## src/stbuf_arbiter.sv

```systemverilog
// ----------------------------------------------------------------------
// Round-robin arbiter
// Picks one requester per cycle and forwards its payload. Priority moves
// past the winner after a transfer; a stalled winner keeps the grant so
// its payload stays stable.
// ----------------------------------------------------------------------
`timescale 1ns/1ps

module stbuf_arbiter #(
  parameter int  P_NUM     = 2,
  parameter type T_PAYLOAD = logic
) (
  input  logic             i_clk,
  input  logic             i_reset_n,
  input  logic [P_NUM-1:0] i_req,
  input  T_PAYLOAD         i_payload [P_NUM],
  input  logic             i_ready,
  output logic [P_NUM-1:0] o_gnt,     // One-hot
  output logic             o_valid,
  output T_PAYLOAD         o_payload
);

  localparam int IDX_W = (P_NUM > 1) ? $clog2(P_NUM) : 1;

  logic [IDX_W-1:0] r_last;  // Last winner
  logic             r_lock;  // Winner stalled last cycle
  logic [IDX_W-1:0] w_win;

  always_comb begin
    int idx;
    w_win = r_last;
    // Search downward so the nearest requester after r_last wins
    for (int i = P_NUM; i >= 1; i--) begin
      idx = int'(r_last) + i;
      if (idx >= P_NUM) begin
        idx = idx - P_NUM;
      end
      if (i_req[idx]) begin
        w_win = IDX_W'(idx);
      end
    end
    if (r_lock && i_req[r_last]) begin
      w_win = r_last;
    end
  end

  always_comb begin
    o_gnt        = '0;
    o_gnt[w_win] = |i_req;
  end

  assign o_valid   = |i_req;
  assign o_payload = i_payload[w_win];

  always_ff @(posedge i_clk or negedge i_reset_n) begin
    if (!i_reset_n) begin
      r_last <= '0;
      r_lock <= 1'b0;
    end else begin
      r_lock <= o_valid && !i_ready;
      if (o_valid) begin
        r_last <= w_win;
      end
    end
  end

endmodule

```

## config.mk

```make
export PLATFORM = sky130hd
export DESIGN_NAME = stbuf_arbiter
export DESIGN_NICKNAME = d
export VERILOG_FILES = /design/src/stbuf_arbiter.sv
export SDC_FILE = /design/constraint.sdc
export NUM_CORES = 1
export LEC_CHECK = 0
export ABC_AREA = 1
export ABC_CLOCK_PERIOD_IN_PS = 1310
export BUFFER_PORTS_ARGS = -buffer_cell sky130_fd_sc_hd__buf_2
export CORE_AREA = 3 3 40 42
export DETAILED_ROUTE_END_ITERATION = 10
export DIE_AREA = 0 0 43 45
export GPL_ROUTABILITY_DRIVEN = 0
export PLACE_DENSITY_LB_ADDON = 0.08
export SLEW_MARGIN = 0
export SYNTH_ARGS = -nofsm -noshare
export SYNTH_HDL_FRONTEND = slang
export SYNTH_SLANG_ARGS = --single-unit
```

## constraint.sdc

```tcl
create_clock -name i_clk -period 1.31 [get_ports i_clk]
set_clock_uncertainty 0.05 [all_clocks]
set_input_delay 0.3275 -clock i_clk [delete_from_list [all_inputs] [get_ports i_clk]]
set_output_delay 0.3275 -clock i_clk [all_outputs]
set_load 0.01 [all_outputs]
```

==> flow_summary.yaml <==
worst_setup_path:
  cp.arrival_ns: 1.09
  reg2reg_from: "r_lock"
  cp_max_fo: 3
  path_cells: "nand2_2 -> nand2_2 -> nand2_4 -> nand2_2 -> nor2_1 -> buf_2"
  crit_path_start: "r_lock"
  crit_end: "o_gnt[0]"
  reg2reg_to: "r_last"
  r2r_cells: 6
  start_kind: "flop"
  worst-setup-path-type: "reg -> out"
  cpMostUsedCell: "nand2_2"
  slowest_stage: "dfrtp_1"
  r2r_slack_ns: 0.25
  slowest_delay_ns: 0.39
  worstPathRequired_ns: 0.93
  crit_path_end_kind: "output pin"
pwr:
  leakage_nw: 0.1514
  peakVddDrop_v: 0.0004409
  powerDensity_mw_per_mm2: 1186
logic_synthesis:
  synth_nets: 27
  syn_area_per_cell_um2: 7.007
  synthDominantCellAreaShare_pct: 35.71
  synth_cells: 20
  synth_area_leader_cell: "dfrtp_1"
  syn_area_um2: 140.1
  yosys_warnings: 0
  yosysSeqAreaShare_pct: 35.71
  ys_types: 8
  ys_ff_latch: 2
  synth.area.top_cells: "dfrtp_1, nand2_1, nand2_2"
clocking:
  htreeDepth: 1
  clock_latency_ns: 0.22
  cts_tree: "yes"
  clock_path_buffers: 2
  clk_pin_slew_ns: 0.03
  clock-sinks: 2
  cts-buffers-inserted: 3
  root_buffer: "clkbuf_4"
detailed_routing:
  post_drt_wl_per_cell_um: 8.942
  num_vias: 191
  routed_via_density: 3.673
  wirelength_um: 465
  drtPass1Iterations: 1
  ant_nets: 0
  first_iter_violations: 0
  drc: 0
final_layout:
  nets: 46
  diodes: 0
  area_growth_pct: 105.4
  drive_gt1_share_pct: 70.27
  final_core_util_pct: 22.40
  multi_input_area_um2: 105.1
  fill_cells: 149
  seqCellArea_um2: 51.30
floorplan:
  coreArea_mm2: 0.001285
  ios: 11
  die-area_mm2: 0.001935
  initial_core_util_pct: 10.91
  dieHeight_um: 45
  die_width_um: 43
  rows: 13
global_route:
  antenna_found_initial: 0
  grt_pass1_wl_um: 759
  grt_pass1_vias: 188
  grtUsageTotal_pct: 5.745
  grt_max_degree: 5
  grt-ovfl-total: 0
place:
  io_buffer_count: 10
  dpl.hpwl_um: 370.2
  post-place-ws_ns: -0.04021
timing:
  tightest_slew_ns: 0.3063
  timing.final.crit_period_ns: 1.471
  holdWs_ns: 0.2030
  maxSlewViolCount: 0
  slew_headroom_pct: 79.51
  finalHoldViolations: 0
  clock.fmax_ghz: 0.6798
  fin_ws_ns: -0.1610
  finalCritPeriodShare_pct: 112.3
  grt_setup_unrepaired: "yes"
  setup_viol: 4
status:
  status: "finished, violations left"
  violations: "negative setup slack"
hold_path:
  hold_path.class: "in -> reg"
run:
  cap_violations: 0
## per-stage QoR
| stage | instances | TNS, ns | total power, W | area, um^2 |
|---|---|---|---|---|
| floorplan | 20 | 0 | 0.0001322 | 140.1 |
| global placement | 47 | -0.03371 | 0.0001803 | 224.0 |
| detailed placement | 47 | -0.06869 | 0.0001821 | 224.0 |
| CTS | 51 | -0.5485 | 0.0003317 | 259.0 |
| global route | 52 | -0.7183 | 0.0003756 | 287.8 |
| finish | 52 | -0.4426 | 0.0003412 | 287.8 |
## worst max-delay path, delay by kind of cell, from the launching register on
kind / cells / cell delay (ns)
DFF: 1 / 0.39
and+or+nand+nor: 5 / 0.36
buffers and inverters: 1 / 0.13
## cell type report
class,instances,area share (%)
Clock buffer,3,7.826
Inverter,2,2.609
Multi-Input combinational cell,16,36.52
Sequential cell,2,17.83
Tap cell,15,6.522
Timing Repair Buffer,14,28.70
## synthesized netlist by cell type
cell	number
nor2_1	3
nand3_1	3
dfrtp_1	2
a21oi_2	1
nand2_1	5
nand3_2	1
nand2_2	3
inv_1	2
## kinds of logic after synthesis
logic type / share of synthesized area (%)
AND/OR/NAND/NOR: 52.68
flip-flops: 35.72
buffers and inverters: 5.359
AO/OA/AOI/OAI: 6.251
## how the worst min path moves through the flow
stage          startpoint  endpoint  slack [ns]  cells past startpoint
5_1_grt           i_ready    r_lock        0.19                      2
4_1_cts           i_ready    r_lock        0.19                      2
3_5_place_dp    i_reset_n    r_last        0.06                      1
3_3_place_gp    i_reset_n    r_lock        0.06                      1
6_report          i_ready    r_lock        0.20                      2
2_1_floorplan   i_reset_n    r_last       -0.02                      0
## metal layers
metal	share of wire [%]	wire length, um	global-route usage, %	vias to the layer above
met5	0	0	0	-
met1	40	188	5.301	85
met3	8.2	38	4.382	0
met2	51	239	8.084	7
li1	-	-	-	99
met4	0	0	5.422	0
## timing repair
action,CTS,global route
cloned,0,0
gates resized for setup,2,5
pin swaps,1,7
endpoints found under the setup margin,4,4
setup buffers,0,1
hold buffers,1,0
endpoints found under the hold margin,2,0
## where the power goes
part | internal (W) | leakage (nW) | switching (W)
clock | 0.000101 | 0.0138 | 0.0000335
sequential | 0.0000718 | 0.0232 | 0.0000111
combinational | 0.0000617 | 0.114 | 0.0000621
## placed cells by master (no fill, tap or decap), drive strengths merged
| cell type | netlist | routed |
|---|---|---|
| dfrtp | 2 | 2 |
| nor2 | 3 | 3 |
| dlygate4sd3 | 0 | 1 |
| clkbuf | 0 | 3 |
| nand2 | 8 | 8 |
| inv | 2 | 2 |
| nand3 | 4 | 4 |
| a21oi | 1 | 1 |
| buf | 0 | 13 |
## state kept, by name, summed over array words and instances, names as in the netlist
register and count:
r_last 1, r_lock 1
Note: power is estimated with default switching activity, not from simulation.
