===== src/stbuf_cfg_pkg.sv =====
// ----------------------------------------------------------------------
// Sizing constants for the store buffer
// Word addresses, line and word widths, and the default entry count.
// Import wherever a width or a byte count is needed.
// ----------------------------------------------------------------------

package stbuf_cfg_pkg;

  localparam int ADDR_W         = 6;   // Default word address width
  localparam int WORD_W         = 32;
  localparam int LINE_W         = 64;  // Two words per line

  localparam int WORD_BYTES     = WORD_W / 8;
  localparam int LINE_BYTES     = LINE_W / 8;
  localparam int WORDS_PER_LINE = LINE_W / WORD_W;

  // Word select bits sit below the line address
  localparam int WSEL_W         = $clog2(WORDS_PER_LINE);
  localparam int LINE_ADDR_W    = ADDR_W - WSEL_W;

  localparam int NUM_ENTRIES    = 4;

endpackage

===== src/stbuf_op_pkg.sv =====
// ----------------------------------------------------------------------
// Operation codes, entry FSM states and arbiter payloads
// Shared by the entries, the AMO unit, the line memory and the top.
// Payload fields are sized for the widest address; narrower
// configurations zero-extend into them.
// ----------------------------------------------------------------------

package stbuf_op_pkg;

  import stbuf_cfg_pkg::*;

  typedef enum logic [2:0] {
    OP_STORE = 3'd0,  // Plain store, no response
    OP_SWAP  = 3'd1,
    OP_ADD   = 3'd2,
    OP_AND   = 3'd3,
    OP_OR    = 3'd4,
    OP_XOR   = 3'd5,
    OP_MAX   = 3'd6,  // Signed
    OP_MIN   = 3'd7   // Signed
  } stbuf_op_t;

  typedef enum logic [2:0] {
    ST_IDLE,
    ST_RD_REQ,
    ST_RD_RESP,
    ST_AMO,
    ST_WR_REQ,
    ST_FINISH
  } stbuf_state_t;

  // Memory arbiter payload
  typedef struct packed {
    logic                   wr;
    logic [LINE_ADDR_W-1:0] line_addr;
    logic [LINE_W-1:0]      data;
  } mem_req_t;

  // Response arbiter payload
  typedef struct packed {
    logic [ADDR_W-1:0] addr;  // Word address
    logic [WORD_W-1:0] data;  // Old word
  } amo_resp_t;

endpackage


===== src/stbuf_data_ram.sv =====
// ----------------------------------------------------------------------
// Line memory
// One port, read or write per cycle. A write lands on the granting edge,
// read data appears one cycle after the granted read. Cleared at reset.
// ----------------------------------------------------------------------
`timescale 1ns/1ps

module stbuf_data_ram
  import stbuf_cfg_pkg::*;
  import stbuf_op_pkg::*;
#(
  parameter int P_ADDR_W = ADDR_W
) (
  input  logic              i_clk,
  input  logic              i_reset_n,
  input  logic              i_valid,
  input  mem_req_t          i_req,
  output logic [LINE_W-1:0] o_rdata
);

  localparam int LA_W  = P_ADDR_W - WSEL_W;
  localparam int LINES = 2 ** LA_W;

  logic [LINE_W-1:0] r_mem [LINES];
  logic [LA_W-1:0]   w_idx;

  assign w_idx = i_req.line_addr[LA_W-1:0];

  always_ff @(posedge i_clk or negedge i_reset_n) begin
    if (!i_reset_n) begin
      for (int i = 0; i < LINES; i++) begin
        r_mem[i] <= '0;
      end
      o_rdata <= '0;
    end else if (i_valid) begin
      if (i_req.wr) begin
        r_mem[w_idx] <= i_req.data;
      end else begin
        o_rdata <= r_mem[w_idx];  // Registered read
      end
    end
  end

endmodule


===== config.mk =====
export PLATFORM = sky130hd
export DESIGN_NAME = stbuf_data_ram
export DESIGN_NICKNAME = d
export VERILOG_FILES = /design/src/stbuf_cfg_pkg.sv /design/src/stbuf_op_pkg.sv /design/src/stbuf_data_ram.sv
export SDC_FILE = /design/constraint.sdc
export NUM_CORES = 2
export LEC_CHECK = 0
export ABC_AREA = 1
export BUFFER_PORTS_ARGS = -buffer_cell sky130_fd_sc_hd__buf_2
export CORE_MARGIN = 10
export CORE_UTILIZATION = 35
export DETAILED_ROUTE_END_ITERATION = 6
export HOLD_SLACK_MARGIN = 0.02
export PLACE_DENSITY_LB_ADDON = 0.25
export SLEW_MARGIN = 15
export SYNTH_ARGS = -nofsm -noshare
export SYNTH_HDL_FRONTEND = slang
export SYNTH_SLANG_ARGS = --single-unit

===== constraint.sdc =====
create_clock -name i_clk -period 1.3 [get_ports i_clk]
set_clock_uncertainty 0.1 [all_clocks]
set_input_delay 0.065 -clock i_clk [delete_from_list [all_inputs] [get_ports i_clk]]
set_output_delay 0.065 -clock i_clk [all_outputs]
set_load 0.01 [all_outputs]

==> impl_metrics.toml <==
[critical_path]
crit_chain = "buf_2"
start_kind = "flop"
cp.required_ns = 1.13
critPathCaptureType = "primary output"
cp_slowest_stage_delay_ns = 0.44
rr_startpoint = "r_mem[1934]"
cp_data_arrival_time_ns = 1.53
critPathLaunch = "o_rdata[34]"
worst-setup-path-type = "flop to primary output"
slowest_stage = "dfrtp_1"
critPathTopFamily = "flip-flops"
cp_num_buf_inv = 1
critPathMaxFanout = 2

[synth]
yosys.cell_types.count = 18
synth_edf_count = 0
synth_area_leader_cell = "dfrtp_1"
synth_warnings = 0
ys_top_cells_by_count = "7106 x nand2_1, 2112 x dfrtp_1, 1987 x o21ai_0"
async_reset_ff_share_pct = 100.0
avgSynthCellArea_sq_um = 7.496
synth_area_leaders = "dfrtp_1 55%, nand2_1 28%, o21ai_0 10%"
synth.most_common_cell = "nand2_1"
ys_ff_latch = 2112
syn_inst = 12910
synth-main-ff-cell = "dfrtp_1"
synth_top_area_share_pct = 54.61
mappedNetlistArea_sq_um = 96780
ys_seq_area_share_pct = 54.61
synthesis.nets = 12980

[route]
met3WireLength_mm = 21.39
drc = 1
routed.top_layer = "met5"
drt-met1-wl_mm = 157.6
wl_met2_mm = 156.0
drt_iter0_markers = 9448
vias_per_cell = 4.998
vias = 85310
drt-wirelength-per-cell_um = 20.16
ant_nets = 0
dr.pass1.iters = 7
totalWireLength_mm = 344.1

[sta]
tightest_slew_ns = 1.048
finalSetupTns_ns = -32.64
hold_violations = 0
fin_crit_ns = 1.693
max_freq_ghz = 0.5908
holdWs_ns = 0.02073
slew_violations = 0
timing.final.crit_share_pct = 130.2
fin_ws_ns = -0.3927
slew_headroom_pct = 30.16
rsz0062_at_grt = "yes"
finalSetupViolCount = 262

[finish]
seqCellArea_sq_um = 52880
final_util_pct = 43.50
final_nets = 13270
final_cells = 17070
final_area_sq_um = 119300
fillers = 27890
drive_gt1_share_pct = 11.66
syn2layout_area_growth_pct = 23.31
multiInputGateArea_sq_um = 39710

[clocking]
cts_tree = "done"
cts_root_buffer = "clkbuf_16"
clk_latency_ns = 0.91
path_clk_slew_ns = 0.06
htree_levels = 4
clockBufferDepth = 4
cts.sinks = 2112
numCtsBuffers = 233

[place]
place_congestion = 0.7989
dp.final_hpwl_mm = 207.4
place_inst = 16460
port_buffers = 136
place_area_sq_um = 109000

[floorplanning]
fp.dieW_um = 545.8
io-pin-count = 137
fp-row-count = 192
die_h_um = 545.8
start_util_pct = 35.28
die-area_sq_um = 297900
coreArea_sq_um = 274300

[power_and_ir_drop]
p_leak_nw = 61.14
p_per_area_nw_per_um2 = 1422
vdd_drop_max_uv = 1058

[worst_hold_path]
hp-start = "i_req[67]"
worstHoldPathType = "primary input to flop"

[global_routing]
grtUsageTotal_pct = 22.37
grt_max_degree = 86
grt_pass1_vias = 80150
antenna_found_initial = 16
grt-ovfl-total = 0
grt_pass1_wl_mm = 522.0

[run]
cap_violations = 0

[outcome]
status = "complete, but fails checks"
violations = "design-rule violations, negative setup slack"
placed cells by master (no fill, tap or decap), types with 65 or more instances in the layout:
cell | synthesis | final
clkbuf_8 | 0 | 65
nor2_1 | 140 | 91
inv_1 | 189 | 182
o21ai_0 | 1987 | 1986
clkbuf_16 | 0 | 236
o21ai_1 | 65 | 66
buf_12 | 0 | 403
buf_4 | 25 | 386
buf_2 | 229 | 78
nand2_1 | 7106 | 7018
dlygate4sd3_1 | 0 | 134
nand3_1 | 193 | 169
dfrtp_1 | 2112 | 2091
through the flow:
step,setup WS [ns],power (mW)
floorplan,-0.04794,92.75
global placement,-0.6228,101.7
detailed placement,-0.6391,102.2
CTS,-0.4532,170.5
global route,-0.4379,178.0
finish,-0.3927,169.7
path summary, 6_finish.rpt:
path                                    end  slack [ns]  cells after the start
worst min register to register   r_mem[613]        0.38                      2
min in group asynchronous        r_mem[742]        0.26                      5
worst max register to register  o_rdata[14]       -0.14                     11
worst min-delay path            r_mem[1814]        0.02                      7
worst max-delay path            o_rdata[34]       -0.39                      1
max in group asynchronous       o_rdata[28]       -0.10                      6
sequential cells by signal, summed over array words and instances, names as in the netlist:
signal and cells:
r_mem 2048, o_rdata 64
logic make-up after synthesis:
kind of cell           synth area share, %
AND/OR/NAND/NOR                      29.58
flip-flops                           54.61
AO/OA/AOI/OAI                        10.66
buffers and inverters                5.148
final cells by class:
class / count / share of cell area, %
sequential: 2112 / 44.31
multi-input combinational: 9572 / 33.28
clock buffer: 349 / 5.849
clock inverter: 64 / 0.5934
antenna: 7 / 0.01468
tap: 3686 / 3.865
inverter: 191 / 0.6406
timing repair buffer: 1087 / 11.45
repair_timing:
action | CTS | global route
resized for setup | 142 | 150
hold endpoints to repair | 4190 | 0
endpoints found under the setup margin | 89 | 2190
pin swaps | 40 | 72
buffers inserted | 12 | 25
hold buffers | 162 | 0
metal layers:
metal  global-route usage, %  vias up
met1                   32.24    41360
met2                   35.63     2653
met3                   2.859      489
met5                       0        -
li1                        -    40810
met4                   5.649        2
where the power goes:
part	switching [mW]	internal, mW
clock network	27.9	39.5
registers	4.77	74.3
logic	13.4	9.74
Power figures use the tool's default switching activity.
