==> src/stbuf_cfg_pkg.sv <==
// ----------------------------------------------------------------------
// Sizing constants for the store buffer
// Word addresses, line and word widths, and the default entry count.
// Import wherever a width or a byte count is needed.
// ----------------------------------------------------------------------

package stbuf_cfg_pkg;

  localparam int ADDR_W         = 6;   // Default word address width
  localparam int WORD_W         = 32;
  localparam int LINE_W         = 64;  // Two words per line

  localparam int WORD_BYTES     = WORD_W / 8;
  localparam int LINE_BYTES     = LINE_W / 8;
  localparam int WORDS_PER_LINE = LINE_W / WORD_W;

  // Word select bits sit below the line address
  localparam int WSEL_W         = $clog2(WORDS_PER_LINE);
  localparam int LINE_ADDR_W    = ADDR_W - WSEL_W;

  localparam int NUM_ENTRIES    = 4;

endpackage
==> src/stbuf_op_pkg.sv <==
// ----------------------------------------------------------------------
// Operation codes, entry FSM states and arbiter payloads
// Shared by the entries, the AMO unit, the line memory and the top.
// Payload fields are sized for the widest address; narrower
// configurations zero-extend into them.
// ----------------------------------------------------------------------

package stbuf_op_pkg;

  import stbuf_cfg_pkg::*;

  typedef enum logic [2:0] {
    OP_STORE = 3'd0,  // Plain store, no response
    OP_SWAP  = 3'd1,
    OP_ADD   = 3'd2,
    OP_AND   = 3'd3,
    OP_OR    = 3'd4,
    OP_XOR   = 3'd5,
    OP_MAX   = 3'd6,  // Signed
    OP_MIN   = 3'd7   // Signed
  } stbuf_op_t;

  typedef enum logic [2:0] {
    ST_IDLE,
    ST_RD_REQ,
    ST_RD_RESP,
    ST_AMO,
    ST_WR_REQ,
    ST_FINISH
  } stbuf_state_t;

  // Memory arbiter payload
  typedef struct packed {
    logic                   wr;
    logic [LINE_ADDR_W-1:0] line_addr;
    logic [LINE_W-1:0]      data;
  } mem_req_t;

  // Response arbiter payload
  typedef struct packed {
    logic [ADDR_W-1:0] addr;  // Word address
    logic [WORD_W-1:0] data;  // Old word
  } amo_resp_t;

endpackage

==> src/stbuf_amo_alu.sv <==
// ----------------------------------------------------------------------
// AMO result unit
// Combines the old memory word with the request operand. One copy is
// shared by all entries, since only one entry sits in ST_AMO at a time.
// ----------------------------------------------------------------------
`timescale 1ns/1ps

module stbuf_amo_alu
  import stbuf_cfg_pkg::*;
  import stbuf_op_pkg::*;
(
  input  stbuf_op_t         i_op,
  input  logic [WORD_W-1:0] i_old,
  input  logic [WORD_W-1:0] i_operand,
  output logic [WORD_W-1:0] o_result
);

  logic w_old_gt;  // Signed compare for MAX and MIN

  assign w_old_gt = ($signed(i_old) > $signed(i_operand));

  always_comb begin
    case (i_op)
      OP_SWAP: o_result = i_operand;
      OP_ADD:  o_result = i_old + i_operand;
      OP_AND:  o_result = i_old & i_operand;
      OP_OR:   o_result = i_old | i_operand;
      OP_XOR:  o_result = i_old ^ i_operand;
      OP_MAX:  o_result = w_old_gt ? i_old : i_operand;
      OP_MIN:  o_result = w_old_gt ? i_operand : i_old;
      default: o_result = i_old;  // Store leaves the word alone
    endcase
  end

endmodule

==> config.mk <==
export PLATFORM = sky130hd
export DESIGN_NAME = stbuf_amo_alu
export DESIGN_NICKNAME = d
export VERILOG_FILES = /design/src/stbuf_cfg_pkg.sv /design/src/stbuf_op_pkg.sv /design/src/stbuf_amo_alu.sv
export SDC_FILE = /design/constraint.sdc
export NUM_CORES = 1
export LEC_CHECK = 0
export ABC_AREA = 1
export BUFFER_PORTS_ARGS = -buffer_cell sky130_fd_sc_hd__buf_4
export CAP_MARGIN = 15
export CORE_MARGIN = 8
export CORE_UTILIZATION = 40
export DETAILED_ROUTE_END_ITERATION = 7
export GPL_TIMING_DRIVEN = 0
export SKIP_LAST_GASP = 1
export SLEW_MARGIN = 20
export SYNTH_ARGS = -nofsm -noshare
export SYNTH_HDL_FRONTEND = slang
export SYNTH_SLANG_ARGS = --single-unit
==> constraint.sdc <==
create_clock -name vclk -period 4.8
set_input_delay 0.72 -clock vclk [all_inputs]
set_output_delay 0.72 -clock vclk [all_outputs]
set_load 0.05 [all_outputs]
==> flow_metrics.env, run 1 <==
export IMPL_hold_buffers=0
export IMPL_critPathKind="in2out"
export IMPL_hold_path_depth=4
export IMPL_hold_violations=0
export IMPL_postCtsSetupBuffers=0
export IMPL_gp_congestion=0.991
export IMPL_synth_distinct_cells=41
export IMPL_instances_no_fill=1392
export IMPL_grt_max_degree=11
export IMPL_n_antenna_cell=0
export IMPL_overflow=0
export IMPL_clock_buffers=0
export IMPL_syn_inst=1110
export IMPL_worst_hold_path_type="in2out"
export IMPL_cts_resized_gates=0
export IMPL_ant_nets=0
export IMPL_wl_per_cell_um=19.0
export IMPL_route_detailed_drc=0
export IMPL_crit_required_ns=4.08
export IMPL_track_usage_pct=25.8
export IMPL_die_w_um=138
export IMPL_placed_cells=1392
export IMPL_grt_pass1_vias=7386
export IMPL_areaGrowthSynthToFinish_pct=16.2
export IMPL_power_leakage_uw=0.00377
export IMPL_p_per_area_mw_per_mm2=148
export IMPL_regArea_um2=0
export IMPL_synth_most_common_cell="nand2_1"
export IMPL_io_buffers=98
export IMPL_syn_avg_cell_area_um2=5.39
export IMPL_drtPass1Iterations=5
export IMPL_n_sequential_cell=0
export IMPL_die_area_mm2=0.0191
export IMPL_crit_arrival_ns=3.59
export IMPL_cp_max_fo=10
export IMPL_via_per_inst=5.68
export IMPL_final_max_slew_violation_count=0
export IMPL_crit_family="buffers and inverters"
export IMPL_cp_num_cells=12
export IMPL_synth_top_area_share_pct=20.1
export IMPL_yosysSeqAreaShare_pct=0
export IMPL_synthesis_area_mm2=0.00598
export IMPL_synth_area_top_cells="ha_1 (20%), nand2_1 (18%), nand3_1 (12%)"
export IMPL_grt_pass1_wl_um=40800
export IMPL_status="complete, no violations"
export IMPL_finalSetupViolCount=0
export IMPL_antenna_found_initial=0
export IMPL_layout_nets=1374
export IMPL_critical_path_cell_chain="buf_4 > inv_1 > nand3_1 > inv_1 > clkbuf_1 > a21oi_1 > nand4_1 > inv_1 > nand3_1 > nand2_1 > inv_1 > buf_4"
export IMPL_syn_nets=1274
export IMPL_nFillCells=1693
export IMPL_ios=99
export IMPL_vias=7900
export IMPL_fin_crit_sh_pct=89.7
export IMPL_synthTopCellsByCount="nand2_1 (294), inv_1 (162), nand3_1 (141)"
export IMPL_die_height_um=138
export IMPL_drt_iter0_drc=693
export IMPL_path_common_cell="inv_1"
export IMPL_placementRows=44
export IMPL_core_area_mm2=0.0146
export IMPL_tightest_slew_ns=0.961
export IMPL_cap_viol_max_count=0
export IMPL_maxClockFrequency_mhz=232
export IMPL_crit_path_start="i_op[1]"
export IMPL_crit_path_max_incr_delay_ns=0.73
export IMPL_end_kind="primary output"
export IMPL_fin_tns_setup_ns=0
export IMPL_dpl_hpwl_um=20900
export IMPL_period_needed_ns=4.31
export IMPL_rsz0062_at_grt="no"
export IMPL_vdd_drop_max_v=0.0000772
export IMPL_cp_buffers_inverters=7
export IMPL_worst_hold_startpoint="i_old[25]"
export IMPL_worst_hold_slack_ns=1.82
export IMPL_synth_top_area_cell="ha_1"
export IMPL_start_kind="input pin"
export IMPL_initial_core_util_pct=41.0
export IMPL_layout_drive_gt1_share_pct=13.3
export IMPL_synth_warnings=0
export IMPL_maxSlewHeadroom_pct=35.7
export IMPL_critPathSlowestCell="clkbuf_1"
export IMPL_totalWireLength_um=26400
## stage by stage
step | power (uW) | util [%] | cell area [um^2] | worst slack [ns]
final | 1030 | 47.6 | 6950 | 0.494
after global routing | 1120 | 47.6 | 6950 | 0.401
after CTS | 1010 | 47.6 | 6950 | 0.694
after detailed placement | 1010 | 47.6 | 6950 | 0.692
after global placement | 1010 | 47.6 | 6950 | 0.701
after floorplan | 696 | - | 5980 | 1.35
## logic make-up (layout without fill, tap and decap cells)
kind of cell	count (synthesis)	after routing	share of synthesized area, %
adder cells (fa/ha/maj)	97	97	20.4
AND/OR/NAND/NOR	611	611	45.8
XOR/XNOR	2	2	0.293
buffers and inverters	228	326	16.1
AO/OA/AOI/OAI	172	172	17.4
## worst min-delay path, cell delays in order
cell	delay, ns
buf_4	0.10
nand2_1	0.05
nand2_1	0.05
buf_4	0.18
## cell type report
| class | instances | area, um^2 | area share [%] |
|---|---|---|---|
| buffer | 54 | 309 | 4.45 |
| timing repair buffer | 98 | 736 | 10.6 |
| multi-input combinational | 882 | 5020 | 72.2 |
| tap | 184 | 230 | 3.31 |
| inverter | 174 | 653 | 9.40 |
## where the power goes
part           internal (uW)  switching, uW  total [uW]
sequential                 0              0           0
clock                      0              0           0
combinational            328            701        1030
## routing by layer
metal	global-route usage (%)	share of wire (%)	up-vias	routed length, um
met3	3.42	7.4	44	1960
met2	43.0	46	360	12100
li1	-	-	3921	-
met5	0	0	-	0
met4	7.27	2.9	0	753
met1	33.8	44	3575	11600
## layout by cell type (no fill, tap or decap), drive strengths merged, types with 3 or more instances in the layout
master     n
clkbuf    18
nor2      81
nand4     72
o221ai    10
inv      174
o211ai     3
o21ai     45
nor3      12
a21o       4
ha        96
o21a       4
a2111oi    3
nor4       3
o22ai     11
nand3    143
a221oi     8
buf      134
a21oi     63
a211oi    15
nand2    295
## path summary, 6_finish.rpt
path | end | slack, ns
setup / recovery | o_result[12] | 0.49
hold / removal | o_result[25] | 1.82
No activity file was read; power rests on OpenSTA's default activity.
==> run 2: changes to the inputs <==
ABC_AREA = default   (was 1)
SETUP_SLACK_MARGIN = 0.3   (was default)
clock period = 5.4 ns   (was 4.8 ns; I/O delays follow)
==> flow_metrics.env, run 2 <==
export IMPL_status="complete, no violations"
export IMPL_layout_drive_gt1_share_pct=18.8
export IMPL_p_total_uw=850
export IMPL_via_per_inst=5.96
export IMPL_vdd_drop_max_v=0.0000686
export IMPL_path_common_cell="buf_4"
export IMPL_worst_hold_path_type="in2out"
export IMPL_power_leakage_uw=0.00302
export IMPL_crit_required_ns=4.59
export IMPL_drtPass1Iterations=7
export IMPL_clock_buffers=0
export IMPL_synth_most_common_cell="a21oi_1"
export IMPL_period_needed_ns=5.04
export IMPL_fin_crit_sh_pct=93.3
export IMPL_synth_area_top_cells="ha_1 (23%), a21oi_1 (10%), inv_1 (5.8%)"
export IMPL_maxClockFrequency_mhz=198
export IMPL_synth_distinct_cells=70
export IMPL_finalSetupViolCount=0
export IMPL_cp_buffers_inverters=8
export IMPL_routedLengthMet1_um=9450
export IMPL_grt_pass1_wl_um=33100
export IMPL_synth_top_area_share_pct=23.1
export IMPL_areaGrowthSynthToFinish_pct=21.7
export IMPL_wl_met2_um=9910
export IMPL_synth_top_area_cell="ha_1"
export IMPL_crit_family="buffers and inverters"
export IMPL_layout_nets=1082
export IMPL_layout_commonest_cell="buf_4"
export IMPL_tightest_slew_ns=0.903
export IMPL_die_w_um=130
export IMPL_syn_nets=972
export IMPL_synth_warnings=0
export IMPL_grt_pass1_vias=6049
export IMPL_cap_viol_max_count=0
export IMPL_io_buffers=98
export IMPL_cp_max_fo=10
export IMPL_placementRows=41
export IMPL_stdcell_area_mm2=0.00633
export IMPL_critPathKind="in2out"
export IMPL_wl_met3_um=2180
export IMPL_yosysSeqAreaShare_pct=0
export IMPL_synthTopCellsByCount="a21oi_1 (106), ha_1 (96), inv_1 (80)"
export IMPL_vias=6480
export IMPL_final_cell_mix="buf_4 (109), a21oi_1 (106), ha_1 (96)"
export IMPL_track_usage_pct=24.8
export IMPL_regArea_um2=0
export IMPL_rsz0062_at_grt="no"
export IMPL_syn_avg_cell_area_um2=6.44
export IMPL_n_sequential_cell=0
export IMPL_final_max_slew_violation_count=0
export IMPL_dpl_hpwl_um=16700
export IMPL_worst_hold_slack_ns=2.01
export IMPL_critical_path_cell_chain="buf_4 > inv_1 > ha_1 > buf_4 > nor4_4 > buf_4 > nand4_1 > buf_4 > a21oi_1 > a21o_1 > o21ba_2 > or3_4 > buf_6 > buf_6 > a32oi_1 > a22oi_1 > buf_4"
export IMPL_die_height_um=130
export IMPL_die_area_mm2=0.0169
export IMPL_overflow=0
export IMPL_antenna_found_initial=0
export IMPL_hold_violations=0
export IMPL_dpl_cell_area_mm2=0.00615
export IMPL_grt_max_degree=11
export IMPL_nFillCells=1418
export IMPL_ant_nets=0
export IMPL_ios=99
export IMPL_start_kind="input pin"
export IMPL_wl_per_cell_um=20.4
export IMPL_p_per_area_mw_per_mm2=134
export IMPL_crit_arrival_ns=4.23
export IMPL_maxSlewHeadroom_pct=39.8
export IMPL_gp_congestion=0.955
export IMPL_core_area_mm2=0.0127
export IMPL_crit_path_max_incr_delay_ns=0.41
export IMPL_synthesis_area_mm2=0.00520
export IMPL_n_antenna_cell=0
export IMPL_totalWireLength_um=22200
export IMPL_critPathSlowestCell="or3_4"
export IMPL_initial_core_util_pct=41.1
export IMPL_syn_inst=808
export IMPL_drt_iter0_drc=644
export IMPL_route_detailed_drc=0
export IMPL_dr_max_layer_used="met4"
export IMPL_end_kind="primary output"
run 2: cell count changes in the layout (fill, tap and decap cells not counted), sizes merged, moves of 14 or more:
| cell | previous run | this run |
|---|---|---|
| nand2 | 295 | 62 |
| nand3 | 143 | 11 |
| inv | 174 | 81 |
| nand4 | 72 | 5 |
| a21oi | 63 | 106 |
| o21ai | 45 | 72 |
| a31oi | 1 | 18 |
| xnor2 | 0 | 15 |
| o22ai | 11 | 25 |
run 2: final timing paths:
| path | start | end | slack (ns) | depth (start not counted) |
|---|---|---|---|---|
| setup / recovery | i_old[30] | o_result[30] | 0.36 | 17 |
| hold / removal | i_old[19] | o_result[19] | 2.01 | 4 |
run 2: stage by stage:
stage / setup TNS [ns] / util (%) / std cells / setup slack (ns)
after floorplan: 0 / - / 808 / 0.335
after global placement: -0.648 / 48.6 / 1078 / -0.213
after detailed placement: -0.698 / 48.6 / 1078 / -0.216
after CTS: 0 / 49.0 / 1084 / 0.313
after global routing: 0 / 50.0 / 1088 / 0.277
final: 0 / 50.0 / 1088 / 0.359
run 2: worst min-delay path, cell delays in order:
cell and delay (ns):
buf_4 0.13, o41ai_2 0.05, nand2_1 0.06, buf_6 0.15
run 2: routing by layer:
metal | vias up | track usage, %
met5 | - | 0
met4 | 0 | 6.63
met3 | 59 | 3.35
met2 | 342 | 40.6
met1 | 2971 | 33.3
li1 | 3108 | -
run 2: report_power, final:
group | internal (uW) | switching (uW)
sequential | 0 | 0
combinational | 302 | 548
clock | 0 | 0
run 2: timing repair:
action,4_1_cts,5_1_grt
pin swaps,3,9
resized for setup,3,20
hold buffers,0,0
setup buffers,6,4
setup endpoints to repair,30,32
run 2: cell families (layout without fill, tap and decap cells):
logic type               count (synthesis)  count (layout)  synth area share [%]
AO/OA/AOI/OAI                          323             323                  38.8
AND/OR/NAND/NOR                        213             213                  20.3
buffers and inverters                  142             250                  11.6
adder cells (fa/ha/maj)                 97              97                  23.5
XOR/XNOR                                21              21                  3.54
multiplexers                            12              12                  2.33
run 2: final cells by class:
class | instances | area [um^2] | share of cell area, %
Buffer | 61 | 304 | 4.80
Tap cell | 172 | 215 | 3.40
Timing Repair Buffer | 108 | 818 | 12.9
Multi-Input combinational cell | 666 | 4690 | 74.1
Inverter | 81 | 304 | 4.80
