## src/stbuf_cfg_pkg.sv

```systemverilog
// ----------------------------------------------------------------------
// Sizing constants for the store buffer
// Word addresses, line and word widths, and the default entry count.
// Import wherever a width or a byte count is needed.
// ----------------------------------------------------------------------

package stbuf_cfg_pkg;

  localparam int ADDR_W         = 6;   // Default word address width
  localparam int WORD_W         = 32;
  localparam int LINE_W         = 64;  // Two words per line

  localparam int WORD_BYTES     = WORD_W / 8;
  localparam int LINE_BYTES     = LINE_W / 8;
  localparam int WORDS_PER_LINE = LINE_W / WORD_W;

  // Word select bits sit below the line address
  localparam int WSEL_W         = $clog2(WORDS_PER_LINE);
  localparam int LINE_ADDR_W    = ADDR_W - WSEL_W;

  localparam int NUM_ENTRIES    = 4;

endpackage
```

## src/stbuf_op_pkg.sv

```systemverilog
// ----------------------------------------------------------------------
// Operation codes, entry FSM states and arbiter payloads
// Shared by the entries, the AMO unit, the line memory and the top.
// Payload fields are sized for the widest address; narrower
// configurations zero-extend into them.
// ----------------------------------------------------------------------

package stbuf_op_pkg;

  import stbuf_cfg_pkg::*;

  typedef enum logic [2:0] {
    OP_STORE = 3'd0,  // Plain store, no response
    OP_SWAP  = 3'd1,
    OP_ADD   = 3'd2,
    OP_AND   = 3'd3,
    OP_OR    = 3'd4,
    OP_XOR   = 3'd5,
    OP_MAX   = 3'd6,  // Signed
    OP_MIN   = 3'd7   // Signed
  } stbuf_op_t;

  typedef enum logic [2:0] {
    ST_IDLE,
    ST_RD_REQ,
    ST_RD_RESP,
    ST_AMO,
    ST_WR_REQ,
    ST_FINISH
  } stbuf_state_t;

  // Memory arbiter payload
  typedef struct packed {
    logic                   wr;
    logic [LINE_ADDR_W-1:0] line_addr;
    logic [LINE_W-1:0]      data;
  } mem_req_t;

  // Response arbiter payload
  typedef struct packed {
    logic [ADDR_W-1:0] addr;  // Word address
    logic [WORD_W-1:0] data;  // Old word
  } amo_resp_t;

endpackage

```

## src/stbuf_entry.sv

```systemverilog
// ----------------------------------------------------------------------
// Store buffer entry
// Holds one pending line with byte strobes. Reads the line through the
// memory arbiter, overlays its bytes, runs an AMO if needed, writes the
// line back and, for an AMO, offers the old word as a response.
// ----------------------------------------------------------------------
`timescale 1ns/1ps

module stbuf_entry
  import stbuf_cfg_pkg::*;
  import stbuf_op_pkg::*;
#(
  parameter int P_ADDR_W = ADDR_W
) (
  input  logic                        i_clk,
  input  logic                        i_reset_n,

  input  logic                        i_load,        // Allocate with this request
  input  logic                        i_merge,       // Merge a store into the line
  input  logic [P_ADDR_W-1:0]         i_addr,
  input  logic [WORD_W-1:0]           i_data,
  input  logic [WORD_BYTES-1:0]       i_strb,
  input  stbuf_op_t                   i_op,

  input  logic                        i_mem_gnt,
  input  logic [LINE_W-1:0]           i_mem_rdata,
  input  logic [WORD_W-1:0]           i_amo_result,
  input  logic                        i_resp_ready,  // Response transferred

  output logic                        o_valid,
  output logic [P_ADDR_W-WSEL_W-1:0]  o_line_addr,
  output logic                        o_mergeable,
  output logic                        o_is_amo,
  output mem_req_t                    o_mem_req,
  output logic                        o_mem_req_valid,
  output logic [WORD_W-1:0]           o_amo_old,
  output logic [WORD_W-1:0]           o_amo_operand,
  output stbuf_op_t                   o_amo_op,
  output amo_resp_t                   o_resp,
  output logic                        o_resp_valid
);

  stbuf_state_t          r_state;
  stbuf_state_t          w_state_next;

  logic [P_ADDR_W-1:0]   r_addr;
  stbuf_op_t             r_op;
  logic [LINE_W-1:0]     r_data;
  logic [LINE_BYTES-1:0] r_strb;
  logic [WORD_W-1:0]     r_amo_old;

  logic [WSEL_W-1:0]     w_in_sel;
  logic [WSEL_W-1:0]     w_sel;
  logic [WORD_BYTES-1:0] w_in_mask;
  logic [LINE_W-1:0]     w_in_data;
  logic [LINE_BYTES-1:0] w_in_strb;
  logic [LINE_W-1:0]     w_data;   // Pending bytes after merge
  logic [LINE_BYTES-1:0] w_strb;
  logic [LINE_W-1:0]     w_fill;   // Pending bytes over the read line
  logic                  w_amo;

  assign w_amo     = (r_op != OP_STORE);
  assign w_in_sel  = i_addr[WSEL_W-1:0];
  assign w_sel     = r_addr[WSEL_W-1:0];
  assign w_in_mask = (i_op == OP_STORE) ? i_strb : '1;  // AMO owns its whole word
  assign w_in_data = {WORDS_PER_LINE{i_data}};
  assign w_in_strb = LINE_BYTES'(w_in_mask) << (w_in_sel * WORD_BYTES);

  // ------------------------------------------------------------------
  // Byte merge, newer bytes win
  // ------------------------------------------------------------------
  always_comb begin
    w_data = r_data;
    w_strb = r_strb;
    if (i_merge) begin
      for (int b = 0; b < LINE_BYTES; b++) begin
        if (w_in_strb[b]) begin
          w_data[b*8 +: 8] = w_in_data[b*8 +: 8];
          w_strb[b]        = 1'b1;
        end
      end
    end
    for (int b = 0; b < LINE_BYTES; b++) begin
      w_fill[b*8 +: 8] = w_strb[b] ? w_data[b*8 +: 8] : i_mem_rdata[b*8 +: 8];
    end
  end

  // ------------------------------------------------------------------
  // State machine
  // ------------------------------------------------------------------
  always_comb begin
    w_state_next = r_state;
    case (r_state)
      ST_IDLE:    if (i_load)    w_state_next = ST_RD_REQ;
      ST_RD_REQ:  if (i_mem_gnt) w_state_next = ST_RD_RESP;
      ST_RD_RESP: w_state_next = w_amo ? ST_AMO : ST_WR_REQ;
      ST_AMO:     w_state_next = ST_WR_REQ;
      ST_WR_REQ:  if (i_mem_gnt) w_state_next = ST_FINISH;
      ST_FINISH:  if (!w_amo || i_resp_ready) w_state_next = ST_IDLE;
      default:    w_state_next = ST_IDLE;
    endcase
  end

  always_ff @(posedge i_clk or negedge i_reset_n) begin
    if (!i_reset_n) begin
      r_state <= ST_IDLE;
    end else begin
      r_state <= w_state_next;
    end
  end

  always_ff @(posedge i_clk) begin
    if (i_load) begin
      r_addr <= i_addr;
      r_op   <= i_op;
      r_data <= w_in_data;
      r_strb <= w_in_strb;
    end else begin
      case (r_state)
        ST_RD_RESP: begin
          r_data    <= w_fill;
          r_strb    <= w_strb;
          r_amo_old <= i_mem_rdata[w_sel*WORD_W +: WORD_W];
        end
        ST_AMO: r_data[w_sel*WORD_W +: WORD_W] <= i_amo_result;
        default: begin
          if (i_merge) begin
            r_data <= w_data;
            r_strb <= w_strb;
          end
        end
      endcase
    end
  end

  assign o_valid     = (r_state != ST_IDLE);
  assign o_line_addr = r_addr[P_ADDR_W-1:WSEL_W];
  assign o_mergeable = (r_state == ST_RD_REQ) || (r_state == ST_RD_RESP);
  assign o_is_amo    = w_amo;

  assign o_mem_req_valid     = (r_state == ST_RD_REQ) || (r_state == ST_WR_REQ);
  assign o_mem_req.wr        = (r_state == ST_WR_REQ);
  assign o_mem_req.line_addr = LINE_ADDR_W'(o_line_addr);
  assign o_mem_req.data      = r_data;

  // Zero outside ST_AMO so the top can OR all entries together
  assign o_amo_old     = (r_state == ST_AMO) ? r_amo_old : '0;
  assign o_amo_operand = (r_state == ST_AMO) ? r_data[w_sel*WORD_W +: WORD_W] : '0;
  assign o_amo_op      = (r_state == ST_AMO) ? r_op : OP_STORE;

  assign o_resp.addr  = ADDR_W'(r_addr);
  assign o_resp.data  = r_amo_old;
  assign o_resp_valid = (r_state == ST_FINISH) && w_amo;

endmodule

```

## config.mk

```make
export PLATFORM = sky130hd
export DESIGN_NAME = stbuf_entry
export DESIGN_NICKNAME = d
export VERILOG_FILES = /design/src/stbuf_cfg_pkg.sv /design/src/stbuf_op_pkg.sv /design/src/stbuf_entry.sv
export SDC_FILE = /design/constraint.sdc
export NUM_CORES = 1
export LEC_CHECK = 0
export BUFFER_PORTS_ARGS = -buffer_cell sky130_fd_sc_hd__buf_2
export CAP_MARGIN = 30
export CELL_PAD_IN_SITES_DETAIL_PLACEMENT = 0
export CELL_PAD_IN_SITES_GLOBAL_PLACEMENT = 2
export CORE_ASPECT_RATIO = 1.5
export CORE_MARGIN = 5
export CORE_UTILIZATION = 30
export DETAILED_ROUTE_END_ITERATION = 6
export PLACE_DENSITY = 0.84
export SYNTH_ARGS = -nofsm -noshare
export SYNTH_HDL_FRONTEND = slang
export SYNTH_SLANG_ARGS = --single-unit
```

## constraint.sdc

```tcl
create_clock -name i_clk -period 3.8 [get_ports i_clk]
set_input_delay 0.76 -clock i_clk [delete_from_list [all_inputs] [get_ports i_clk]]
set_output_delay 0.76 -clock i_clk [all_outputs]
set_load 0.02 [all_outputs]
```

==> results of run 1 <==
## stage by stage
stage	worst slack, ns	instances
after CTS	0.637	1451
after floorplan	0.643	786
after detailed placement	0.898	1419
after global placement	0.912	1417
final	0.696	1455
after global routing	0.532	1455
## flip-flops by register name (all words and copies together) (netlist names)
name / count
r_strb: 8
r_addr: 6
r_data: 64
r_amo_old: 32
r_state: 3
r_op: 3
## area by class of cell
cell class	instances	area, µm²	share of cell area
Inverter	10	37.5	0.00340
Clock inverter	12	138	0.0125
Antenna cell	3	7.51	0.000681
Multi-Input combinational cell	594	4600	0.417
Timing Repair Buffer	354	1910	0.173
Clock buffer	20	437	0.0396
Tap cell	346	433	0.0393
Sequential cell	116	3470	0.315
## metal layers
| layer | share of wire | track usage |
|---|---|---|
| met1 | 0.39 | 0.218 |
| met2 | 0.55 | 0.364 |
| met3 | 0.041 | 0.0362 |
| met4 | 0.019 | 0.0659 |
| met5 | 0.00041 | 0 |
## logic make-up after synthesis
kind of cell           Yosys count  share of synthesized area
buffers and inverters           76                     0.0397
multiplexers                   193                      0.245
AO/OA/AOI/OAI                  161                      0.154
XOR/XNOR                         2                    0.00209
AND/OR/NAND/NOR                238                      0.145
flip-flops                     116                      0.414
## critical path, cell delays in order (launching register included)
cell and delay (ns):
sky130_fd_sc_hd__dfrtp_2 0.82, sky130_fd_sc_hd__nand2_2 0.40, sky130_fd_sc_hd__buf_4 0.35, sky130_fd_sc_hd__nor2_1 0.14
sky130_fd_sc_hd__buf_2 0.18
## layout by cell type (no fill, tap or decap), types with 17 or more instances in the layout
cell type / n
sky130_fd_sc_hd__mux2i_1: 97
sky130_fd_sc_hd__edfxtp_1: 113
sky130_fd_sc_hd__clkbuf_16: 17
sky130_fd_sc_hd__nand2b_1: 35
sky130_fd_sc_hd__a221oi_1: 64
sky130_fd_sc_hd__nor2_1: 46
sky130_fd_sc_hd__o22ai_1: 72
sky130_fd_sc_hd__and3_1: 35
sky130_fd_sc_hd__buf_2: 330
sky130_fd_sc_hd__nand2_1: 66
sky130_fd_sc_hd__buf_4: 18
sky130_fd_sc_hd__nor2b_1: 34
sky130_fd_sc_hd__mux2_2: 96
## report_power, final
group / switching, µW / total (µW) / leakage (µW) / internal [µW]
combinational: 1560 / 2540 / 0.00345 / 981
clock: 614 / 1630 / 0.000270 / 1020
sequential: 387 / 2200 / 0.00112 / 1820
total: 2560 / 6380 / 0.00484 / 3820
## final timing paths
check	from	slack (ns)	cells after the start	end
max	r_state[0]	0.70	4	o_amo_operand[18]
min	i_reset_n	0.13	1	r_state[2]
max reg2reg	r_state[0]	0.87	4	r_data[27]
min reg2reg	r_state[2]	0.68	1	r_state[1]
max in group asynchronous	i_reset_n	3.55	1	r_state[0]
min in group i_clk	i_addr[4]	0.51	1	r_addr[4]
==> impl.org, run 1 <==
** Run status
- The flow ran to the end, and the final reports show no timing, DRC or antenna violations.

** Synthesis
- Sorting the synthesized cells by how often they occur yields sky130_fd_sc_hd__edfxtp_1, sky130_fd_sc_hd__mux2i_1, sky130_fd_sc_hd__mux2_2, sky130_fd_sc_hd__o22ai_1, sky130_fd_sc_hd__nand2_1.
- Fraction of post-synthesis cell area in the top cell type by area :: 0.405
- After synthesis, the cell types taking the most area are sky130_fd_sc_hd__edfxtp_1, sky130_fd_sc_hd__mux2_2, sky130_fd_sc_hd__mux2i_1, sky130_fd_sc_hd__a221oi_1, sky130_fd_sc_hd__o22ai_1.
- Number of enable flip-flop cells after synthesis :: approximately 110
- Post-synth ARST share :: 0.0259
- Yosys cell types :: 33
- Number of instances in the synthesized netlist :: between 700 and 800
- Main flop type after synthesis :: sky130_fd_sc_hd__edfxtp_1
- Area of the mapped netlist :: approximately 8400 µm²
- Count of synthesis-stage warnings from yosys :: 0
- Most used standard cell by instance count after synthesis :: sky130_fd_sc_hd__edfxtp_1
- Sequential-to-total area share from yosys stat :: 0.414
- Counting every net in the synthesized netlist gives 933.
- sky130_fd_sc_hd__edfxtp_1 takes more of the synthesized area than any other cell.
- After synthesis, the mean cell area works out to approximately 11 µm².
- The synthesized design contains 116 register bits.

** STA
- Post-route minimum period :: 3.10 ns
- Normalized max-slew margin :: 0.323
- After routing, the total negative slack on setup checks comes to 0 ns.
- Across the routed clock network, the largest skew measured is roughly 0.0074 ns.
- Number of endpoints failing setup at the final stage :: 0
- The total count of max-transition violations in the final report was 0.
- For the pin with the worst max-slew slack, the measured transition is ~1.0 ns.
- Setup repair after global routing left no endpoint under its margin.
- Top achievable clock speed :: roughly 320 MHz
- Hold is met by about 0.13 ns.
- Number of failing hold endpoints at the final stage :: 0
- In the finished design, the share of the clock period the worst path needs comes to 0.817.

** Detailed routing
- The first TritonRoute pass finished after 4 iterations.
- The detailed router finished its first iteration with 364 violations.
- Number of routed nets with antenna violations :: 0
- For this run, design rule violations remaining after detail routing come to 0.
- WL final :: approximately 32,000 µm
- Wire length per cell :: about 22 µm
- In the routed layout, each cell is associated on average with a via count of roughly 5.4.
- For this block, the via count after detailed routing is approximately 7,900.

** Die
- In this run the horizontal extent of the chip is ~150 µm.
- Initial core utilization :: 0.301
- Number of standard-cell rows in the floorplan :: 75
- Measured along the y axis, the die boundary spans approximately 210 µm.
- The core region is 27,800 µm².
- For this design the top-level I/O count stands at 332.
- The floorplan step defined a die boundary enclosing 31,400 µm².

** Clock network
- Clock tree sinks :: approximately 120
- Clock latency of the later-clocked register in the worst-skew pair :: between 0.4 and 0.5 ns
- The H-tree was split into 4 levels.
- Post-CTS repair changed the size of 0 cells.
- Hold repair after CTS inserted 0 buffers.
- Clock-pin slew was measured on the worst setup and hold paths at about 0.050 ns.
- In this run, CTS created clock tree buffers numbering 17.
- Deepest clock path buffer count :: 2
- Once the clock tree was built, the setup fixing pass inserted 0 buffers.
- In this run the clock root is driven by a sky130_fd_sc_hd__clkbuf_16.
- TritonCTS clock tree :: built

** Worst setup path
- For the worst setup path, the data required time is 3.04 ns.
- The worst setup path is launched from a register.
- Arrival time reported for the critical path endpoint :: about 2.3 ns
- Of all nets on the critical path, the largest fanout is 40.
- Endpoint type of the worst setup path :: output pin
- The setup path with the least slack is of type reg2out.

** Place
- Once placement finished, the instance area stood at around 10,000 µm².
- Buffers on Ports :: around 330
- Detailed placement finished with a half-perimeter wire length of between 20,000 and 25,000 µm.
- Routability Congestion :: between 0.7 and 0.8

** Cells and area
- At the end of the flow, the number of nets in the layout was roughly 1,200.
- In the final layout, the share of cells above drive strength 1 is 0.443.
- Final cell area excluding filler cells :: 11,000 µm²
- Core occupancy in the finished layout :: 0.397
- Count of filler cells inserted in the layout :: around 2,800
- Area Growth Syn to Fin :: 31.6%

** Power
- Leakage dissipation :: about 0.0048 µW
- In this run the power density over the cells is just under 600 nW/µm².
- The design draws between 6000 and 7000 µW.
- Worst IR drop on VDD :: ~0.00030 V

** Global route
- For this run, the total global-route usage over all layers was measured as 0.194.
- The first global-routing pass estimated about 48,000 µm of wire.
- GRT Residual Overflow :: 0
- Pin count of the biggest net entering global routing :: 139
- The number of global-route vias before repair came to 8,063.
- Initial antenna violation count :: 4

** Flow run
- Max_cap viols :: 0

** Min path
- Worst Hold Class :: in2async
Note: power is estimated with default switching activity, not from simulation.
==> run 2: changes to the inputs <==
CORE_UTILIZATION = 27   (was 30)
PLACE_DENSITY = 0.8   (was 0.84)
clock period = 2.7 ns   (was 3.8 ns; I/O delays follow)
==> impl.org, run 2 (synthesis results as in run 1) <==
** Cells and area
- The final net count was 1,265 (+2.0%).
- Ranked by flip-flop count, first place goes to r_data.
- Fraction of final layout cells sized beyond drive strength 1 :: 0.452 (+0.00869)
- Area Growth Syn to Fin :: 34.7%
- Max FFs per register :: 64 (unchanged)
- Core occupancy in the finished layout :: 0.366 (-0.0311)
- The number of fill cells was 3,194 (+15%).
- In the layout the commonest cells are sky130_fd_sc_hd__buf_2, sky130_fd_sc_hd__edfxtp_1, sky130_fd_sc_hd__mux2i_1.
- In the final layout, the registers with the most flip-flops are r_data x64, r_amo_old x32, r_strb x8.
- Leading cell type in the layout, fill and taps excluded :: sky130_fd_sc_hd__buf_2
- The post-layout instance count excluding filler cells came to 1,537 (+5.6%).

** Min path
- The startpoint identified for the worst hold timing path is i_addr[4].
- Worst Hold Path EP :: r_addr[4]
- Counting instances, the worst hold path has a depth of 1.
- Worst Hold Class :: in2reg

** Clock network
- The cell sitting at the root of the clock tree is a sky130_fd_sc_hd__clkbuf_16.
- Number of buffers inserted by hold repair at cts :: 1 (+1)
- The number of clock sinks was 116 (unchanged).
- CTS Buf Count :: 17 (unchanged)
- TritonCTS clock tree :: built
- The number of buffers between clock root and the deepest sink was 2 (unchanged).
- The deepest level of the CTS H-tree was 4 (unchanged).
- Number of post-CTS setup repair buffers :: 0 (unchanged)
- Clock latency of the later-clocked register in the worst-skew pair :: 0.44 ns (about the same)
- The clock-pin slew reported for the worst setup and hold paths after clock tree synthesis came to 0.05 ns (about the same).
- The number of resized instances in the post-cts repair step is 0 (unchanged).

** Detailed routing
- Number of iterations in the first detailed-routing pass :: 5 (+1)
- Post-DR vias/cell :: 5.16 (-4.7%)
- The detail-routed net length per standard cell came to 21.1 µm (-3.2%).
- Via count :: 7,924 (+0.71%)
- First-iteration detailed-routing DRC count :: 355 (-2.5%)
- WL final :: 32,400 µm (+2.3%)
- Post-detailed-route DRC marker count :: 0 (unchanged)
- Number of routed nets with antenna violations :: 0 (unchanged)

** STA
- The final sum of negative setup slack was 0 ns (unchanged).
- Number of failing hold endpoints at the final stage :: 0 (unchanged)
- Setup repair after global routing left no endpoint under its margin.
- Transition time at the pin with the least slew margin :: 0.915 ns (-0.100 ns)
- The total count of max-transition violations in the final report is 0 (unchanged).
- Top achievable clock speed :: 395 MHz
- The worst path setup slack after routing is 0.171 ns (-0.525 ns).
- Normalized max-slew margin :: 0.390 (+0.0668)
- Subtracting the final worst setup slack from the clock period gives around 2.5 ns.
- Number of endpoints failing setup at the final stage :: 0 (unchanged)
- Clock skew :: 0.0108 ns (+0.00336 ns)
- Tcrit/Tclk final :: 0.937

** Worst setup path
- Arrival time reported for the critical path endpoint :: 1.99 ns (-0.35 ns)
- The number of cell instances on the worst register-to-register path was 4 (unchanged).
- Worst EP required :: 2.16 ns (-0.88 ns)
- Critical R2R Launch :: r_state[0]
- The worst setup path is captured at an output pin.
- STA classifies the critical path startpoint as a register.
- The worst register-to-register path ends at r_data[56].
- The critical path is of the reg2out type.
- The largest fanout of any net on the critical path came to 33 (-18%).
- The internal reg-to-reg setup slack came to 0.41 ns (-0.46 ns).

** Global route
- Pin count of the biggest net entering global routing :: 67 (-52%)
- The global route total overflow is 0 (unchanged).
- The number of global-route vias before repair is 8,285 (+2.8%).
- Global routing usage summed across all routing layers :: 0.180 (-0.0136)
- The first-pass GRT wire length was 48,700 µm (+1.4%).
- Initial antenna violation count :: 5 (+1)

** Place
- The worst slack after detailed placement is 0.264 ns (-0.634 ns).
- Post-DP HPWL :: 23,600 µm (+3.8%)
- Instance count after placement with tap cells included :: 1,502 (+5.8%)
- The final weighted congestion of routability-driven global placement was 0.786 (-1.4%).
- The count of buffers from port buffering came to 331 (unchanged).

** Flow run
- The max-cap violation count came to 0 (unchanged).

** Die
- The starting utilization of the core area was 0.272 (-0.0299).
- Die extent in x :: 154 µm (+5.0%)
- Number of standard-cell rows in the floorplan :: 79 (+5.3%)
- The die height came to 226 µm (+5.2%).
- The I/O pin count came to 332 (unchanged).
- Floorplan Core Area :: 30,800 µm² (+11%)
- Die Area :: 34,700 µm² (+10%)

** Power
- Worst IR drop on VDD :: 0.000385 V (+27%)
- The sum of internal, switching and leakage power was 8960 µW (+40%).
- Leakage dissipation :: 0.00497 µW (+2.6%)
- Cell area power density :: 794 nW/µm² (+37%)

** Run status
- Status :: completed
==> run 2: power breakdown <==
part           switching [µW]  internal (µW)  total [µW]
Combinational            2320           1470        3790
Sequential                438           2560        3000
Clock                     856           1320        2180
==> run 2: worst max-delay path, stage by stage (launching register included) <==
cell	delay (ns)
sky130_fd_sc_hd__dfrtp_2	0.44
sky130_fd_sc_hd__buf_4	0.39
sky130_fd_sc_hd__nand2_2	0.13
sky130_fd_sc_hd__buf_4	0.23
sky130_fd_sc_hd__nor2_1	0.16
sky130_fd_sc_hd__buf_2	0.19
==> run 2: worst max-delay path by stage <==
stage                        endpoint  startpoint  cells past startpoint
floorplan           o_amo_operand[10]   r_addr[0]                      5
global placement           r_data[60]     i_op[1]                      5
detailed placement         r_data[63]     i_op[1]                      5
CTS                 o_amo_operand[21]  r_state[0]                      5
global route        o_amo_operand[21]  r_state[0]                      5
finish              o_amo_operand[21]  r_state[0]                      5
==> run 2: area by class of cell <==
type / instances / area (µm²) / area share
Antenna cell: 3 / 7.51 / 0.000665
Clock buffer: 21 / 440 / 0.0390
Clock inverter: 9 / 88.8 / 0.00787
Inverter: 10 / 37.5 / 0.00333
Multi-Input combinational cell: 594 / 4600 / 0.407
Sequential cell: 116 / 3470 / 0.308
Tap cell: 405 / 507 / 0.0449
Timing Repair Buffer: 379 / 2130 / 0.189
==> run 2: per-stage QoR <==
| step | area (µm²) | hold WS [ns] |
|---|---|---|
| final | 11300 | 0.279 |
| after global routing | 11300 | 0.254 |
| after CTS | 11300 | 0.248 |
| after detailed placement | 10700 | 0.342 |
| after global placement | 10700 | 0.342 |
| after floorplan | 8380 | 0.244 |
==> run 2: per-layer routing <==
layer	vias to the layer above	track usage	wire length, µm
met1	3866	0.200	12600
met2	244	0.338	17600
met5	-	0	25
met4	4	0.0664	720
li1	3762	-	-
met3	48	0.0366	1430
==> run 3: changes to the inputs <==
SETUP_SLACK_MARGIN = 0.2   (was unset)
TNS_END_PERCENT = 100   (was unset)
==> impl.org, run 3 (synthesis results as in run 1) <==
** Run status
- The flow ran to the end, and the final reports show no timing, DRC or antenna violations.

** Global route
- Initial antenna violation count :: 5 (unchanged)
- The met1 usage in global routing was 0.200 (about the same).
- GRT Max-Usage Layer :: met2
- The met2 usage came to 0.339 (+0.000850).
- Vias in the first global route :: 8,295 (+0.12%)
- The global route total overflow came to 0 (unchanged).
- The first-pass GRT wire length was 48,800 µm (+0.14%).
- The combined global-route utilization of all metal layers is 0.181 (+0.000282).
- Met3 routing resource usage after global routing :: 0.0366 (unchanged)
- Pin count of the biggest net entering global routing :: 67 (unchanged)

** Worst setup path
- The arrival time of data at the critical path endpoint came to 1.85 ns (-0.14 ns).
- CP max stage delay :: 0.37 ns (-0.07 ns)
- Cell depth of the worst flop-to-flop path :: 4 (unchanged)
- STA classifies the critical path endpoint as an output pin.
- Sort of element at the start of the critical path :: register
- Launching element of the worst setup path :: r_state[2]
- The largest fanout of any net on the critical path was 14 (-58%).
- Start-to-end type of the worst setup path :: reg2out
- Worst EP required :: 2.16 ns (about the same)
- Series of cell instances along the critical path :: buf_4 > nor2b_4 > buf_4 > buf_4 > and3_1 > buf_2
- Critical R2R Launch :: r_state[0]
- Crit path top cell by count :: sky130_fd_sc_hd__buf_4
- Slowest stage cell, crit path :: sky130_fd_sc_hd__dfrtp_1

** Clock network
- The number of clock sinks is 116 (unchanged).
- The clock-pin slew reported for the worst setup and hold paths after clock tree synthesis came to 0.05 ns (about the same).
- Number of H-tree levels :: 4 (unchanged)
- The latest clock arrival within the worst-skew pair was 0.44 ns (about the same).
- CTS Buf Count :: 17 (unchanged)
- TritonCTS built the clock tree.
- Deepest clock path buffer count :: 2 (unchanged)
- CTS Root Buffer Type :: sky130_fd_sc_hd__clkbuf_16

** Die
- Die extent in x :: 154 µm (unchanged)
- The floorplan core area is 30,800 µm² (unchanged).
- Die Y-Extent :: 226 µm (unchanged)
- Die Area :: 34,700 µm² (unchanged)
- Ports :: 332 (unchanged)
- The starting utilization of the core area came to 0.272 (unchanged).
- Number of standard-cell rows in the floorplan :: 79 (unchanged)

** Place
- Instance count after placement with tap cells included :: 1,502 (unchanged)
- Buffers on Ports :: 331 (unchanged)
- The post-detailed-placement cell area was 10,700 µm² (unchanged).
- Post-DP HPWL :: 23,600 µm (unchanged)
- Routability Congestion :: 0.786 (unchanged)
- The worst slack after detailed placement is 0.264 ns (unchanged).

** Cells and area
- Count of filler cells inserted in the layout :: 3,190 (-0.13%)
- The area used by multi-input combinational logic was 4600 µm² (about the same).
- Final #Nets :: 1,268 (+0.24%)
- The flip-flop count of the largest register, all copies and words added is 64 (unchanged).
- The register area is 3470 µm² (unchanged).
- Area Growth Syn to Fin :: 35.5%
- Top library cells by usage in the layout, fill and taps aside :: sky130_fd_sc_hd__buf_2, sky130_fd_sc_hd__edfxtp_1, sky130_fd_sc_hd__mux2i_1
- The post-route standard cell area excluding fillers is 11,300 µm² (+0.59%).
- Leaving out fill and tap cells, the most frequent cell in the layout is sky130_fd_sc_hd__buf_2.
- The largest registers in the layout are r_data x64, r_amo_old x32, r_strb x8.
- The post-layout instance count excluding filler cells was 1,540 (+0.20%).
- Fraction of final layout cells sized beyond drive strength 1 :: 0.454 (+0.00234)
- Reg with most FFs :: r_data

** Detailed routing
- The detail-routed net length per standard cell is 21.2 µm (+0.74%).
- Number of iterations in the first detailed-routing pass :: 4 (-1)
- The via count of the routed design came to 7,913 (-0.14%).
- First-iteration detailed-routing DRC count :: 369 (+3.9%)
- The aggregate routed wire length is 32,700 µm (+0.93%).
- The remaining routing DRC violations came to 0 (unchanged).
- Post-DR vias/cell :: 5.14 (-0.33%)
- Number of routed nets with antenna violations :: 0 (unchanged)

** Min path
- The instance count along the most critical hold path came to 1 (unchanged).
- The tightest min-delay check is of the in2reg type.
- Start point of the worst hold path :: i_addr[4]

** STA
- Tcrit/Tclk final :: 0.885 (-0.0517)
- Setup repair after global routing left no endpoint under its margin.
- Top achievable clock speed :: 419 MHz (+5.8%)
- The final count of negative-setup-slack endpoints was 0 (unchanged).
- Normalized max-slew margin :: 0.336 (-0.0539)
- The transition at the pin with the smallest max-transition slack is 0.996 ns (+0.0809 ns).
- Clock skew :: 0.0119 ns (+0.00117 ns)
- Post-route minimum period :: 2.39 ns (-0.140 ns)
- Final slew viol count :: 0 (unchanged)
- The hold violation count in the final report was 0 (unchanged).
- Post-layout worst setup margin :: 0.311 ns (+0.140 ns)
- Summed negative setup slack over all endpoints :: 0 ns (unchanged)

** Flow run
- The max-cap violation count came to 0 (unchanged).

** Power
- Worst IR drop on VDD :: 0.000387 V (+0.56%)
- Cell area power density :: 795 nW/µm² (+0.13%)
- Leakage dissipation :: 0.00500 µW (+0.63%)
==> run 3: metal layers <==
layer,up-vias,routed length (µm)
met5,-,25
met4,4,711
met3,46,1440
met2,246,17700
met1,3847,12700
li1,3770,-
==> run 3: worst paths after layout <==
check,to,slack (ns)
worst max-delay path,o_amo_old[15],0.31
worst min-delay path,r_addr[4],0.28
worst max register to register,r_data[60],0.40
worst min register to register,r_state[1],0.60
max in group asynchronous,r_state[0],2.13
min in group asynchronous,r_state[2],0.45
==> run 3: per-stage QoR <==
stage | power, µW | util | hold WS [ns]
3_3_place_gp | 6820 | 0.348 | 0.342
4_1_cts | 9130 | 0.366 | 0.248
5_1_grt | 9540 | 0.368 | 0.254
6_report | 9030 | 0.368 | 0.276
3_5_place_dp | 6850 | 0.348 | 0.342
2_1_floorplan | 5310 | - | 0.244
==> run 3: critical path: cells and delay by family (launching register included) <==
kind,cells,cell delay (ns)
buffers and inverters,4,0.67
flip-flops,1,0.37
AND/OR/NAND/NOR,2,0.37
==> run 3: what timing repair did <==
item	in CTS	in global routing
hold endpoints to repair	3	0
buffers inserted	2	0
gates resized for setup	2	4
cloned	0	1
setup endpoints to repair	32	6
hold buffers	1	0
==> run 3: cell type report <==
type / instances / share of cell area
Antenna cell: 3 / 0.000662
Clock buffer: 21 / 0.0388
Clock inverter: 9 / 0.00783
Inverter: 10 / 0.00331
Multi-Input combinational cell: 594 / 0.405
Sequential cell: 116 / 0.306
Tap cell: 405 / 0.0447
Timing Repair Buffer: 382 / 0.194
==> run 3: power breakdown <==
group          switching [µW]  internal (µW)
Clock                     861           1320
Sequential                442           2560
Combinational            2330           1510
